<file path="config.mk">
export PLATFORM = sky130hd
export DESIGN_NAME = sifhTop
export DESIGN_NICKNAME = d
export VERILOG_FILES = /design/src/rtl/sifhPkg.sv /design/src/rtl/hisBuilderFsm.sv /design/src/rtl/histRam.sv /design/src/rtl/peakFinder.sv /design/src/rtl/sifhTop.sv
export SDC_FILE = /design/constraint.sdc
export NUM_CORES = 1
export LEC_CHECK = 0
export ABC_AREA = 1
export CAP_MARGIN = 15
export CORE_MARGIN = 4
export CORE_UTILIZATION = 33
export DETAILED_ROUTE_END_ITERATION = 10
export DONT_BUFFER_PORTS = 1
export GPL_TIMING_DRIVEN = 0
export PLACE_DENSITY_LB_ADDON = 0.05
export SLEW_MARGIN = 20
export SYNTH_ARGS = -nofsm -noshare
export SYNTH_HDL_FRONTEND = slang
export SYNTH_HIERARCHICAL = 1
export SYNTH_SLANG_ARGS = --single-unit
</file>
<file path="constraint.sdc">
create_clock -name clk -period 2.5 [get_ports clk]
set_input_delay 0.375 -clock clk [delete_from_list [all_inputs] [get_ports clk]]
set_output_delay 0.375 -clock clk [all_outputs]
set_load 0.01 [all_outputs]
</file>
<file path="src/rtl/sifhPkg.sv">
`default_nettype none

package sifhPkg;

    // TDC timestamp
    localparam int tsWidth = 12;

    // one histogram address, used for both coarse and fine bins
    localparam int binBits = 4;
    localparam int numBins = 1 << binBits;

    // bin counts saturate at all ones
    localparam int cntWidth = 5;

    // reported peak is window bits followed by fine bits
    localparam int peakWidth = 2 * binBits;

    // accepted hits per build pass
    localparam int hitsPerPass = 32;
    localparam int hitCntWidth = $clog2(hitsPerPass);

endpackage

`default_nettype wire

</file>
<file path="src/rtl/hisBuilderFsm.sv">
`timescale 1ns/1ps
`default_nettype none

module hisBuilderFsm (
    input  logic                         clk,
    input  logic                         res,
    input  logic                         binHit,
    input  logic [sifhPkg::binBits-1:0]  binAddr,
    output logic [sifhPkg::binBits-1:0]  rdAddr,
    output logic                         rdEn,
    output logic [sifhPkg::binBits-1:0]  wrAddr,
    output logic                         wrEnRam,
    output logic [sifhPkg::cntWidth-1:0] wrData,
    input  logic [sifhPkg::cntWidth-1:0] rdData,
    output logic                         idle
);
    import sifhPkg::*;

    // stage 1 waits for read data, stage 2 writes, stage 3 is the last write
    logic                s1Valid;
    logic                s2Valid;
    logic                s3Valid;
    logic [binBits-1:0]  s1Addr;
    logic [binBits-1:0]  s2Addr;
    logic [binBits-1:0]  s3Addr;
    logic [cntWidth-1:0] s2Data;
    logic [cntWidth-1:0] s3Data;
    logic [cntWidth-1:0] curCount;
    logic [cntWidth-1:0] nextCount;

    assign rdEn   = binHit; // read issued in the hit cycle
    assign rdAddr = binAddr;

    // RAM data is stale if one of the two older hits hit the same bin
    always_comb begin
        if (s2Valid && s2Addr == s1Addr) begin
            curCount = s2Data; // write in flight this cycle
        end else if (s3Valid && s3Addr == s1Addr) begin
            curCount = s3Data; // written while our read was issued
        end else begin
            curCount = rdData;
        end
    end

    assign nextCount = (curCount == '1) ? curCount : curCount + 1'b1; // saturate

    always_ff @(posedge clk or negedge res) begin
        if (!res) begin
            s1Valid <= 1'b0;
            s2Valid <= 1'b0;
            s3Valid <= 1'b0;
        end else begin
            s1Valid <= binHit;
            s2Valid <= s1Valid;
            s3Valid <= s2Valid;
        end
    end

    always_ff @(posedge clk) begin
        s1Addr <= binAddr;
        s2Addr <= s1Addr;
        s2Data <= nextCount;
        s3Addr <= s2Addr;
        s3Data <= s2Data;
    end

    assign wrEnRam = s2Valid; // write in the third cycle
    assign wrAddr  = s2Addr;
    assign wrData  = s2Data;

    assign idle = !s1Valid && !s2Valid; // nothing left to write

endmodule

`default_nettype wire

</file>
<file path="src/rtl/histRam.sv">
`timescale 1ns/1ps
`default_nettype none

module histRam (
    input  logic                         clk,
    input  logic                         we,
    input  logic [sifhPkg::binBits-1:0]  waddr,
    input  logic [sifhPkg::cntWidth-1:0] wdata,
    input  logic                         re,
    input  logic [sifhPkg::binBits-1:0]  raddr,
    output logic [sifhPkg::cntWidth-1:0] rdata
);
    import sifhPkg::*;

    logic [cntWidth-1:0] mem [numBins];

    always_ff @(posedge clk) begin
        if (we) begin
            mem[waddr] <= wdata;
        end
        if (re) begin
            rdata <= mem[raddr]; // old data on same-address write
        end
    end

endmodule

`default_nettype wire

</file>
<file path="src/rtl/peakFinder.sv">
`timescale 1ns/1ps
`default_nettype none

module peakFinder (
    input  logic                         clk,
    input  logic                         res,
    input  logic                         scanStart,
    output logic [sifhPkg::binBits-1:0]  rdAddr,
    output logic                         rdEn,
    input  logic [sifhPkg::cntWidth-1:0] rdData,
    output logic                         scanDone,
    output logic [sifhPkg::binBits-1:0]  maxBin,
    output logic [sifhPkg::cntWidth-1:0] maxCount
);
    import sifhPkg::*;

    logic               active;
    logic [binBits-1:0] rdIdx;
    logic               cmpValid;
    logic [binBits-1:0] cmpAddr;

    assign rdEn   = active;
    assign rdAddr = rdIdx;

    always_ff @(posedge clk or negedge res) begin
        if (!res) begin
            active   <= 1'b0;
            rdIdx    <= '0;
            cmpValid <= 1'b0;
            cmpAddr  <= '0;
            scanDone <= 1'b0;
            maxBin   <= '0;
            maxCount <= '0;
        end else begin
            cmpValid <= active; // rdData belongs to cmpAddr
            cmpAddr  <= rdIdx;
            scanDone <= cmpValid && cmpAddr == binBits'(numBins - 1);

            if (scanStart) begin
                active <= 1'b1;
                rdIdx  <= '0;
            end else if (active) begin
                rdIdx <= rdIdx + 1'b1;
                if (rdIdx == binBits'(numBins - 1)) begin
                    active <= 1'b0;
                end
            end

            // bin 0 seeds the search and later bins must be strictly larger
            if (cmpValid && (cmpAddr == '0 || rdData > maxCount)) begin
                maxBin   <= cmpAddr;
                maxCount <= rdData;
            end
        end
    end

endmodule

`default_nettype wire

</file>
<file path="src/rtl/sifhTop.sv">
`timescale 1ns/1ps
`default_nettype none

module sifhTop (
    input  logic                          clk,
    input  logic                          res,
    input  logic                          start,
    input  logic                          hit,
    input  logic [sifhPkg::tsWidth-1:0]   data,
    output logic                          wrEn,
    output logic                          busy,
    output logic                          resultValid,
    output logic [sifhPkg::peakWidth-1:0] peakBin,
    output logic [sifhPkg::cntWidth-1:0]  peakCount
);
    import sifhPkg::*;

    typedef enum logic [3:0] {
        stIdle,
        stClearCoarse,
        stBuildCoarse,
        stFindCoarse,
        stSetWindow,
        stClearFine,
        stBuildFine,
        stFindFine,
        stDone
    } seqState;

    seqState state;

    logic [hitCntWidth-1:0] hitCnt;
    logic [binBits-1:0]     clrAddr;
    logic [binBits-1:0]     window;
    logic [binBits-1:0]     coarseBits;
    logic [binBits-1:0]     fineBits;
    logic [binBits-1:0]     binAddr;
    logic                   accept;
    logic                   binHit;
    logic                   clearing;
    logic                   building;
    logic                   finding;
    logic                   scanStart;

    logic [binBits-1:0]  bRdAddr;
    logic                bRdEn;
    logic [binBits-1:0]  bWrAddr;
    logic                bWrEn;
    logic [cntWidth-1:0] bWrData;
    logic                builderIdle;

    logic [binBits-1:0]  fRdAddr;
    logic                fRdEn;
    logic                scanDone;
    logic [binBits-1:0]  maxBin;
    logic [cntWidth-1:0] maxCount;

    logic                ramWe;
    logic [binBits-1:0]  ramWaddr;
    logic [cntWidth-1:0] ramWdata;
    logic                ramRe;
    logic [binBits-1:0]  ramRaddr;
    logic [cntWidth-1:0] ramRdata;

    assign clearing = state == stClearCoarse || state == stClearFine;
    assign building = state == stBuildCoarse || state == stBuildFine;
    assign finding  = state == stFindCoarse || state == stFindFine;

    assign busy        = state != stIdle;
    assign resultValid = state == stDone;

    assign accept     = hit && wrEn; // hits outside wrEn are dropped
    assign coarseBits = data[tsWidth-1 -: binBits];
    assign fineBits   = data[tsWidth-binBits-1 -: binBits];

    // fine pass only counts hits inside the latched coarse window
    assign binHit  = accept && (state == stBuildCoarse ||
                                (state == stBuildFine && coarseBits == window));
    assign binAddr = (state == stBuildFine) ? fineBits : coarseBits;

    assign scanStart = building && !wrEn && builderIdle; // pass drained

    // memory port muxing
    assign ramWe    = clearing ? 1'b1 : bWrEn;
    assign ramWaddr = clearing ? clrAddr : bWrAddr;
    assign ramWdata = clearing ? '0 : bWrData;
    assign ramRe    = finding ? fRdEn : bRdEn;
    assign ramRaddr = finding ? fRdAddr : bRdAddr;

    always_ff @(posedge clk or negedge res) begin
        if (!res) begin
            state     <= stIdle;
            wrEn      <= 1'b0;
            hitCnt    <= '0;
            clrAddr   <= '0;
            window    <= '0;
            peakBin   <= '0;
            peakCount <= '0;
        end else begin
            if (accept) begin
                hitCnt <= hitCnt + 1'b1;
                if (hitCnt == hitCntWidth'(hitsPerPass - 1)) begin
                    wrEn <= 1'b0; // quota reached
                end
            end

            case (state)
                stIdle: begin
                    if (start) begin
                        clrAddr <= '0;
                        state   <= stClearCoarse;
                    end
                end
                stClearCoarse, stClearFine: begin
                    clrAddr <= clrAddr + 1'b1; // one zero write per cycle
                    if (clrAddr == binBits'(numBins - 1)) begin
                        wrEn   <= 1'b1;
                        hitCnt <= '0;
                        state  <= (state == stClearCoarse) ? stBuildCoarse : stBuildFine;
                    end
                end
                stBuildCoarse: begin
                    if (scanStart) begin
                        state <= stFindCoarse;
                    end
                end
                stFindCoarse: begin
                    if (scanDone) begin
                        state <= stSetWindow;
                    end
                end
                stSetWindow: begin
                    window  <= maxBin; // busiest coarse bin
                    clrAddr <= '0;
                    state   <= stClearFine;
                end
                stBuildFine: begin
                    if (scanStart) begin
                        state <= stFindFine;
                    end
                end
                stFindFine: begin
                    if (scanDone) begin
                        peakBin   <= {window, maxBin};
                        peakCount <= maxCount;
                        state     <= stDone;
                    end
                end
                stDone: begin
                    state <= stIdle;
                end
                default: begin
                    state <= stIdle;
                end
            endcase
        end
    end

    histRam i_histRam (
        .clk   (clk),
        .we    (ramWe),
        .waddr (ramWaddr),
        .wdata (ramWdata),
        .re    (ramRe),
        .raddr (ramRaddr),
        .rdata (ramRdata)
    );

    hisBuilderFsm i_hisBuilderFsm (
        .clk     (clk),
        .res     (res),
        .binHit  (binHit),
        .binAddr (binAddr),
        .rdAddr  (bRdAddr),
        .rdEn    (bRdEn),
        .wrAddr  (bWrAddr),
        .wrEnRam (bWrEn),
        .wrData  (bWrData),
        .rdData  (ramRdata),
        .idle    (builderIdle)
    );

    peakFinder i_peakFinder (
        .clk       (clk),
        .res       (res),
        .scanStart (scanStart),
        .rdAddr    (fRdAddr),
        .rdEn      (fRdEn),
        .rdData    (ramRdata),
        .scanDone  (scanDone),
        .maxBin    (maxBin),
        .maxCount  (maxCount)
    );

endmodule

`default_nettype wire

</file>
==> summary.txt, run 1 <==
First-pass GRT wire length: 27700 um
Post-route cell area: 0.00857 mm2
Period minus WS final: 2.45 ns
Die area: 0.0250 mm2
Ys flop type: edfxtp_1
Initial Util: 33.8%
Most frequent cells in the layout: nand2_1, inv_1, edfxtp_1, nand3_1, dfrtp_1
Die boundary height: 158 um
Relative slew slack: 54.6%
Switching power: 0.00469 W
Clock H-tree levels: 4
Cell-internal power: 0.00679 W
Final Hold Vio Count: 0
WP buf/inv: 3
Core Area: 0.0220 mm2
CTS sink count: 161
WL per Instance: 15.0 um
Worst EP required: 2.57 ns
Final WL: 17100 um
CTS root buf: clkbuf_16
Most used cell, CP: nand2_1
HPWL after DPL: 12400 um
Clock Path Buffers: 2
Vias: 5179
Inst Count DP: 1103
Overall Power: 0.0115 W
CP delay by family, top: simple AND/OR/NAND/NOR gates
Largest net degree at the start of global routing: 55
GPL Wtd Cong: 0.850
Global route overflow: 0
EDFF count, synth: 85
Post-synth ARST share: 33.5%
Residual DRC: 0
MaxCap Viol Count: 0
Site row count: 54
Hold Path Origin: hit
GRT Util Overall: 14.5%
CP Class: register to register
DP Worst Slack: -0.353 ns
Clk network pwr share: 23.4%
VDD IR max: 530 uV
Sequential fraction of the synthesis area: 58.4%
Comb power frac: 40.3%
Distinct cells, synth: 37
Leakage: 3.96 nW
Worst Path Arrival: 2.52 ns
Antenna viol nets, final: 0
Insertion delay to the later sink of the worst-skew pair: 0.43 ns
Crit path launch type: register
Netlist Area Pre-Place: 0.00744 mm2
Vias/cell: 4.55
Cell Pwr Density: 1340 mW/mm2
Avg Cell Area, Syn: 9.04 um2
Worst Skew: 0.0110 ns
Horiz. Die Dim: 158 um
Reg power frac: 36.3%
Slew Limit Fails: 0
Final #Nets: 872
RR Startpoint: state[1]$_DFFE_PN0P_
Cell Chain, Critical Path: buf_2, nor3_4, inv_2, buf_6, nand2_1, nand2_1, nand3b_1, nor2_1
Worst-path clk slew: 0.07 ns
RSZ-0062 raised after global routing: yes
Crit path launch: state[1]$_DFFE_PN0P_
Share of layout cells above drive strength 1: 18.7%
Final setup violation count: 0
Number of global-route vias before repair: 5126
Area growth syn-to-layout: 15.2%
Drt first pass iters: 5
Switching Share: 40.9%
Status: finished clean
Worst-Margin Slew: 0.680 ns
N_diodes: 0
Most common cell after layout, fill and taps aside: nand2_1
CTS tree: done
Initial DRC count: 317
Post-synthesis register bit count: 161
DP Area: 0.00779 mm2
Slowest Stage Delay on Critical Path: 0.47 ns
HP Class: input pin to register
Synth warn: 6
Port bufs: 0
Final period utilization: 97.9%
Final WS setup: 0.0530 ns
Post-route insts no fill: 1139
# fillers: 2214
Num CTS Buffers: 17
Io pins: 32
Syn nets: 849
Crit Path Max Fanout: 10
Fmax achieved: 0.409 GHz
Worst path slowest cell: nor2_1
Post-Synthesis Cells: 823
Initial antenna violation count: 0
Worst setup EP type: register
[tightest hold or removal path, cell delays in order]
cell and delay (ns):
nand2_1 0.03, nand2_1 0.05, nand2_1 0.05
[Yosys cell counts (all sizes together) (4+ instances only)]
library cell	instances	area, um2
edfxtp	85	2550
nor2	57	249
nor3	6	41.3
ha	10	125
o21ai	21	109
a21oi	9	48.8
nand2	286	1140
dfxtp	22	440
or2	4	25.0
xor2	4	35.0
buf	25	198
nand3	96	523
inv	127	482
dfrtp	54	1350
nand4	8	50.1
[final timing paths]
| check | depth (start not counted) | slack, ns | endpoint |
|---|---|---|---|
| max in group asynchronous | 2 | 1.77 | peakCount[3]$_DFFE_PN0P_ |
| setup reg to reg | 8 | 0.05 | i_histRam/mem[4][2]$_DFFE_PP_ |
| hold / removal | 3 | 0.12 | wrEn$_DFF_PN0_ |
| hold reg to reg | 0 | 0.38 | i_hisBuilderFsm/s3Data[0]$_DFF_P_ |
| min in group asynchronous | 2 | 0.46 | state[2]$_DFFE_PN0P_ |
| setup / recovery | 8 | 0.05 | i_histRam/mem[4][2]$_DFFE_PP_ |
[power by group through the flow]
| stage | combinational, W | sequential (W) | clock [W] |
|---|---|---|---|
| 2_1_floorplan | 0.00328 | 0.00406 | 0 |
| 4_1_cts | 0.00460 | 0.00418 | 0.00276 |
| 3_3_place_gp | 0.00444 | 0.00422 | 0 |
| 6_report | 0.00463 | 0.00417 | 0.00269 |
| 5_1_grt | 0.00528 | 0.00425 | 0.00288 |
| 3_5_place_dp | 0.00448 | 0.00422 | 0 |
[sequential cells by signal, summed over array words and instances, names as in the netlist, 5 cells and up]
register	cells
hitCnt	5
i_hisBuilderFsm/s3Data	5
i_hisBuilderFsm/wrData	5
i_histRam/mem	80
i_histRam/rdata	5
i_peakFinder/maxCount	5
peakBin	8
peakCount	5
[final cells by class]
class | instances | area, um2 | share of cell area [%]
sequential | 161 | 4340 | 50.7
clock buffer | 17 | 425 | 4.96
timing repair buffer | 5 | 60.1 | 0.701
tap | 280 | 350 | 4.09
clock inverter | 15 | 181 | 2.12
multi-input combinational | 508 | 2510 | 29.3
buffer | 25 | 206 | 2.41
inverter | 128 | 493 | 5.75
[what timing repair did]
action | 4_1_cts | 5_1_grt
resized for setup | 12 | 22
buffers inserted | 1 | 2
setup endpoints to repair | 5 | 48
endpoints found under the hold margin | 54 | 0
hold buffers | 2 | 0
pin swaps | 1 | 3
[per-layer routing]
metal | vias up | routed length, um | GRT usage [%]
li1 | 2641 | - | -
met1 | 2441 | 7770 | 18.4
met2 | 71 | 8480 | 24.7
met3 | 26 | 538 | 3.14
met4 | 0 | 305 | 4.83
met5 | - | 0 | 0
[metrics by stage]
stage                     setup TNS, ns  hold WS [ns]  utilization, %
final                                 0         0.116            38.9
after detailed placement          -1.65        0.0809            35.4
after floorplan                       0        0.0794               -
after global routing              -1.10         0.114            38.9
after CTS                             0        0.0952            38.5
after global placement            -1.60        0.0809            35.4
[logic make-up after synthesis]
kind of cell | after synthesis | share of synthesized area, %
buf+inv | 154 | 9.30
compound gates | 33 | 2.39
flops | 161 | 58.4
simple gates | 461 | 27.7
fa+ha+maj | 10 | 1.68
xor+xnor | 4 | 0.471
Power figures use the tool's default switching activity.
==> inputs of run 2 (changes only) <==
--- a/config.mk
+++ b/config.mk
@@ -8,7 +8,7 @@
 export ABC_AREA = 1
 export CAP_MARGIN = 15
 export CORE_MARGIN = 4
-export CORE_UTILIZATION = 33
+export CORE_UTILIZATION = 45
 export DETAILED_ROUTE_END_ITERATION = 10
 export DONT_BUFFER_PORTS = 1
 export GPL_TIMING_DRIVEN = 0
==> run 2 against run 1 <==
- via count up 1.6%
- non-clock buffer count up 1
- clock-buffer cell count up 2
- global-route usage up 4.1 points
- die area down 25%
- critical path type unchanged
- highest routed layer unchanged
- worst setup slack better by 0.090 ns
- combinational power about the same
- clock skew down 0.0018 ns
- clock power down 7%
- routed wire length down 4.5%
- register-to-register slack better by 0.09 ns
- largest power group unchanged
- sequential share of layout area up 0.78 points
==> summary.txt, run 2 (synthesis gave the netlist of run 1 again) <==
Leakage: 3.97 nW
Final WL: 16300 um
Slew Limit Fails: 0
Final Hold Vio Count: 0
Num CTS Buffers: 17
GPL Wtd Cong: 0.990
Largest register FFs: 80
CTS sink count: 161
Vias: 5263
Io pins: 32
Initial antenna violation count: 0
Site row count: 46
CTS root buf: clkbuf_16
Final setup violation count: 0
Port bufs: 0
GRT Util Overall: 18.6%
Reg2reg setup slack: 0.14 ns
CTS tree: done
Most frequent cells in the layout: nand2_1, inv_1, edfxtp_1, nand3_1, dfrtp_1
Antenna viol nets, final: 0
Insertion delay to the later sink of the worst-skew pair: 0.42 ns
Cell Pwr Density: 1340 mW/mm2
Largest net degree at the start of global routing: 55
MaxCap Viol Count: 0
Worst Skew: 0.00915 ns
Vias/cell: 4.89
Horiz. Die Dim: 137 um
WL per Instance: 15.2 um
Initial Util: 46.3%
CP Class: register to register
Worst hold slack: 0.119 ns
VDD IR max: 609 uV
Worst-Margin Slew: 0.710 ns
Worst Path Arrival: 2.52 ns
Worst setup EP type: register
RSZ-0062 raised after global routing: yes
Relative slew slack: 52.6%
Final #Nets: 873
Worst r2r path cells: 12
Clock Path Buffers: 2
Residual DRC: 0
First-pass GRT wire length: 26200 um
Period minus WS final: 2.36 ns
N_diodes: 0
Most common cell after layout, fill and taps aside: nand2_1
# fillers: 1470
Worst EP required: 2.66 ns
Overall Power: 0.0113 W
Fmax achieved: 0.424 GHz
Top flop regs: i_histRam/mem (80), peakBin (8)
Final period utilization: 94.3%
Die boundary height: 137 um
Critical Path End: i_histRam/rdata[2]$_DFFE_PP_
Worst hold path depth: 3
Initial DRC count: 354
Crit Path Max Fanout: 7
Clock H-tree levels: 4
Drt first pass iters: 5
Top reg by flops: i_histRam/mem
Area growth syn-to-layout: 13.5%
Die area: 0.0186 mm2
Worst-path clk slew: 0.06 ns
Crit path launch: state[3]$_DFFE_PN0P_
HP Class: input pin to register
Reg-to-Reg End: i_histRam/rdata[2]$_DFFE_PP_
RR Startpoint: state[3]$_DFFE_PN0P_
Status: finished clean
Global route overflow: 0
Crit path launch type: register
Share of layout cells above drive strength 1: 17.4%
Core Area: 0.0161 mm2
Number of global-route vias before repair: 5178
HPWL after DPL: 11600 um
## run 2: changes by cell type in the layout (fill, tap and decap cells not counted), sizes merged
cell and change:
buf +1, bufinv -1, clkbuf +2, clkinv +4, clkinvlp -3, inv -2
## run 2: final cells by class
cell class	count	area, um2	share of cell area, %
Clock buffer	19	433	5.13
Clock inverter	13	136	1.62
Tap cell	216	270	3.20
Sequential cell	161	4340	51.5
Multi-Input combinational cell	508	2480	29.4
Timing Repair Buffer	6	67.6	0.801
Buffer	25	211	2.51
Inverter	128	490	5.81
## run 2: worst min-delay path by stage
stage | endpoint | from | slack (ns)
finish | wrEn$_DFF_PN0_ | hit | 0.12
global route | wrEn$_DFF_PN0_ | hit | 0.10
CTS | wrEn$_DFF_PN0_ | hit | 0.10
detailed placement | peakBin[7]$_DFFE_PN0P_ | res | 0.08
global placement | peakBin[7]$_DFFE_PN0P_ | res | 0.08
floorplan | clrAddr[0]$_DFFE_PN0P_ | res | 0.08
## run 2: per-stage QoR
| stage | area (um2) | instances | util, % | TNS [ns] | worst slack [ns] |
|---|---|---|---|---|---|
| after floorplan | 7440 | 823 | - | 0 | 0.341 |
| after global placement | 7710 | 1039 | 48.0 | -1.30 | -0.281 |
| after detailed placement | 7710 | 1039 | 48.0 | -1.08 | -0.236 |
| after CTS | 8350 | 1074 | 52.0 | 0 | 0.0347 |
| after global routing | 8440 | 1076 | 52.5 | -0.244 | -0.0299 |
| final | 8440 | 1076 | 52.5 | 0 | 0.143 |
## run 2: worst max-delay path: stages (launching register included)
cell	delay (ns)
dfrtp_1	0.38
buf_6	0.14
nor2_4	0.12
nand2_2	0.07
inv_2	0.08
nand2_4	0.09
a21oi_1	0.33
buf_4	0.17
nand2_1	0.04
nand2_1	0.28
inv_1	0.20
nand3_1	0.12
nand2_1	0.09
## run 2: repair_timing
item	in CTS	in global routing
endpoints found under the setup margin	5	15
endpoints found under the hold margin	54	0
pin swaps	1	6
resized for setup	8	17
buffers inserted	1	3
hold buffers	2	0
## run 2: layer usage
| layer | GRT usage, % | routed length (um) | vias to the layer above |
|---|---|---|---|
| met5 | 0 | 0 | - |
| met4 | 6.27 | 397 | 0 |
| met3 | 5.44 | 732 | 28 |
| met2 | 31.6 | 8080 | 140 |
| met1 | 22.7 | 7120 | 2447 |
| li1 | - | - | 2648 |
## run 2: where the power goes
group          leakage, nW  internal, W  total (W)  switching, W
combinational         2.05      0.00151    0.00462       0.00310
sequential            1.64      0.00371    0.00418      0.000470
clock                0.274      0.00147    0.00250       0.00103
total                 3.97      0.00669     0.0113       0.00460
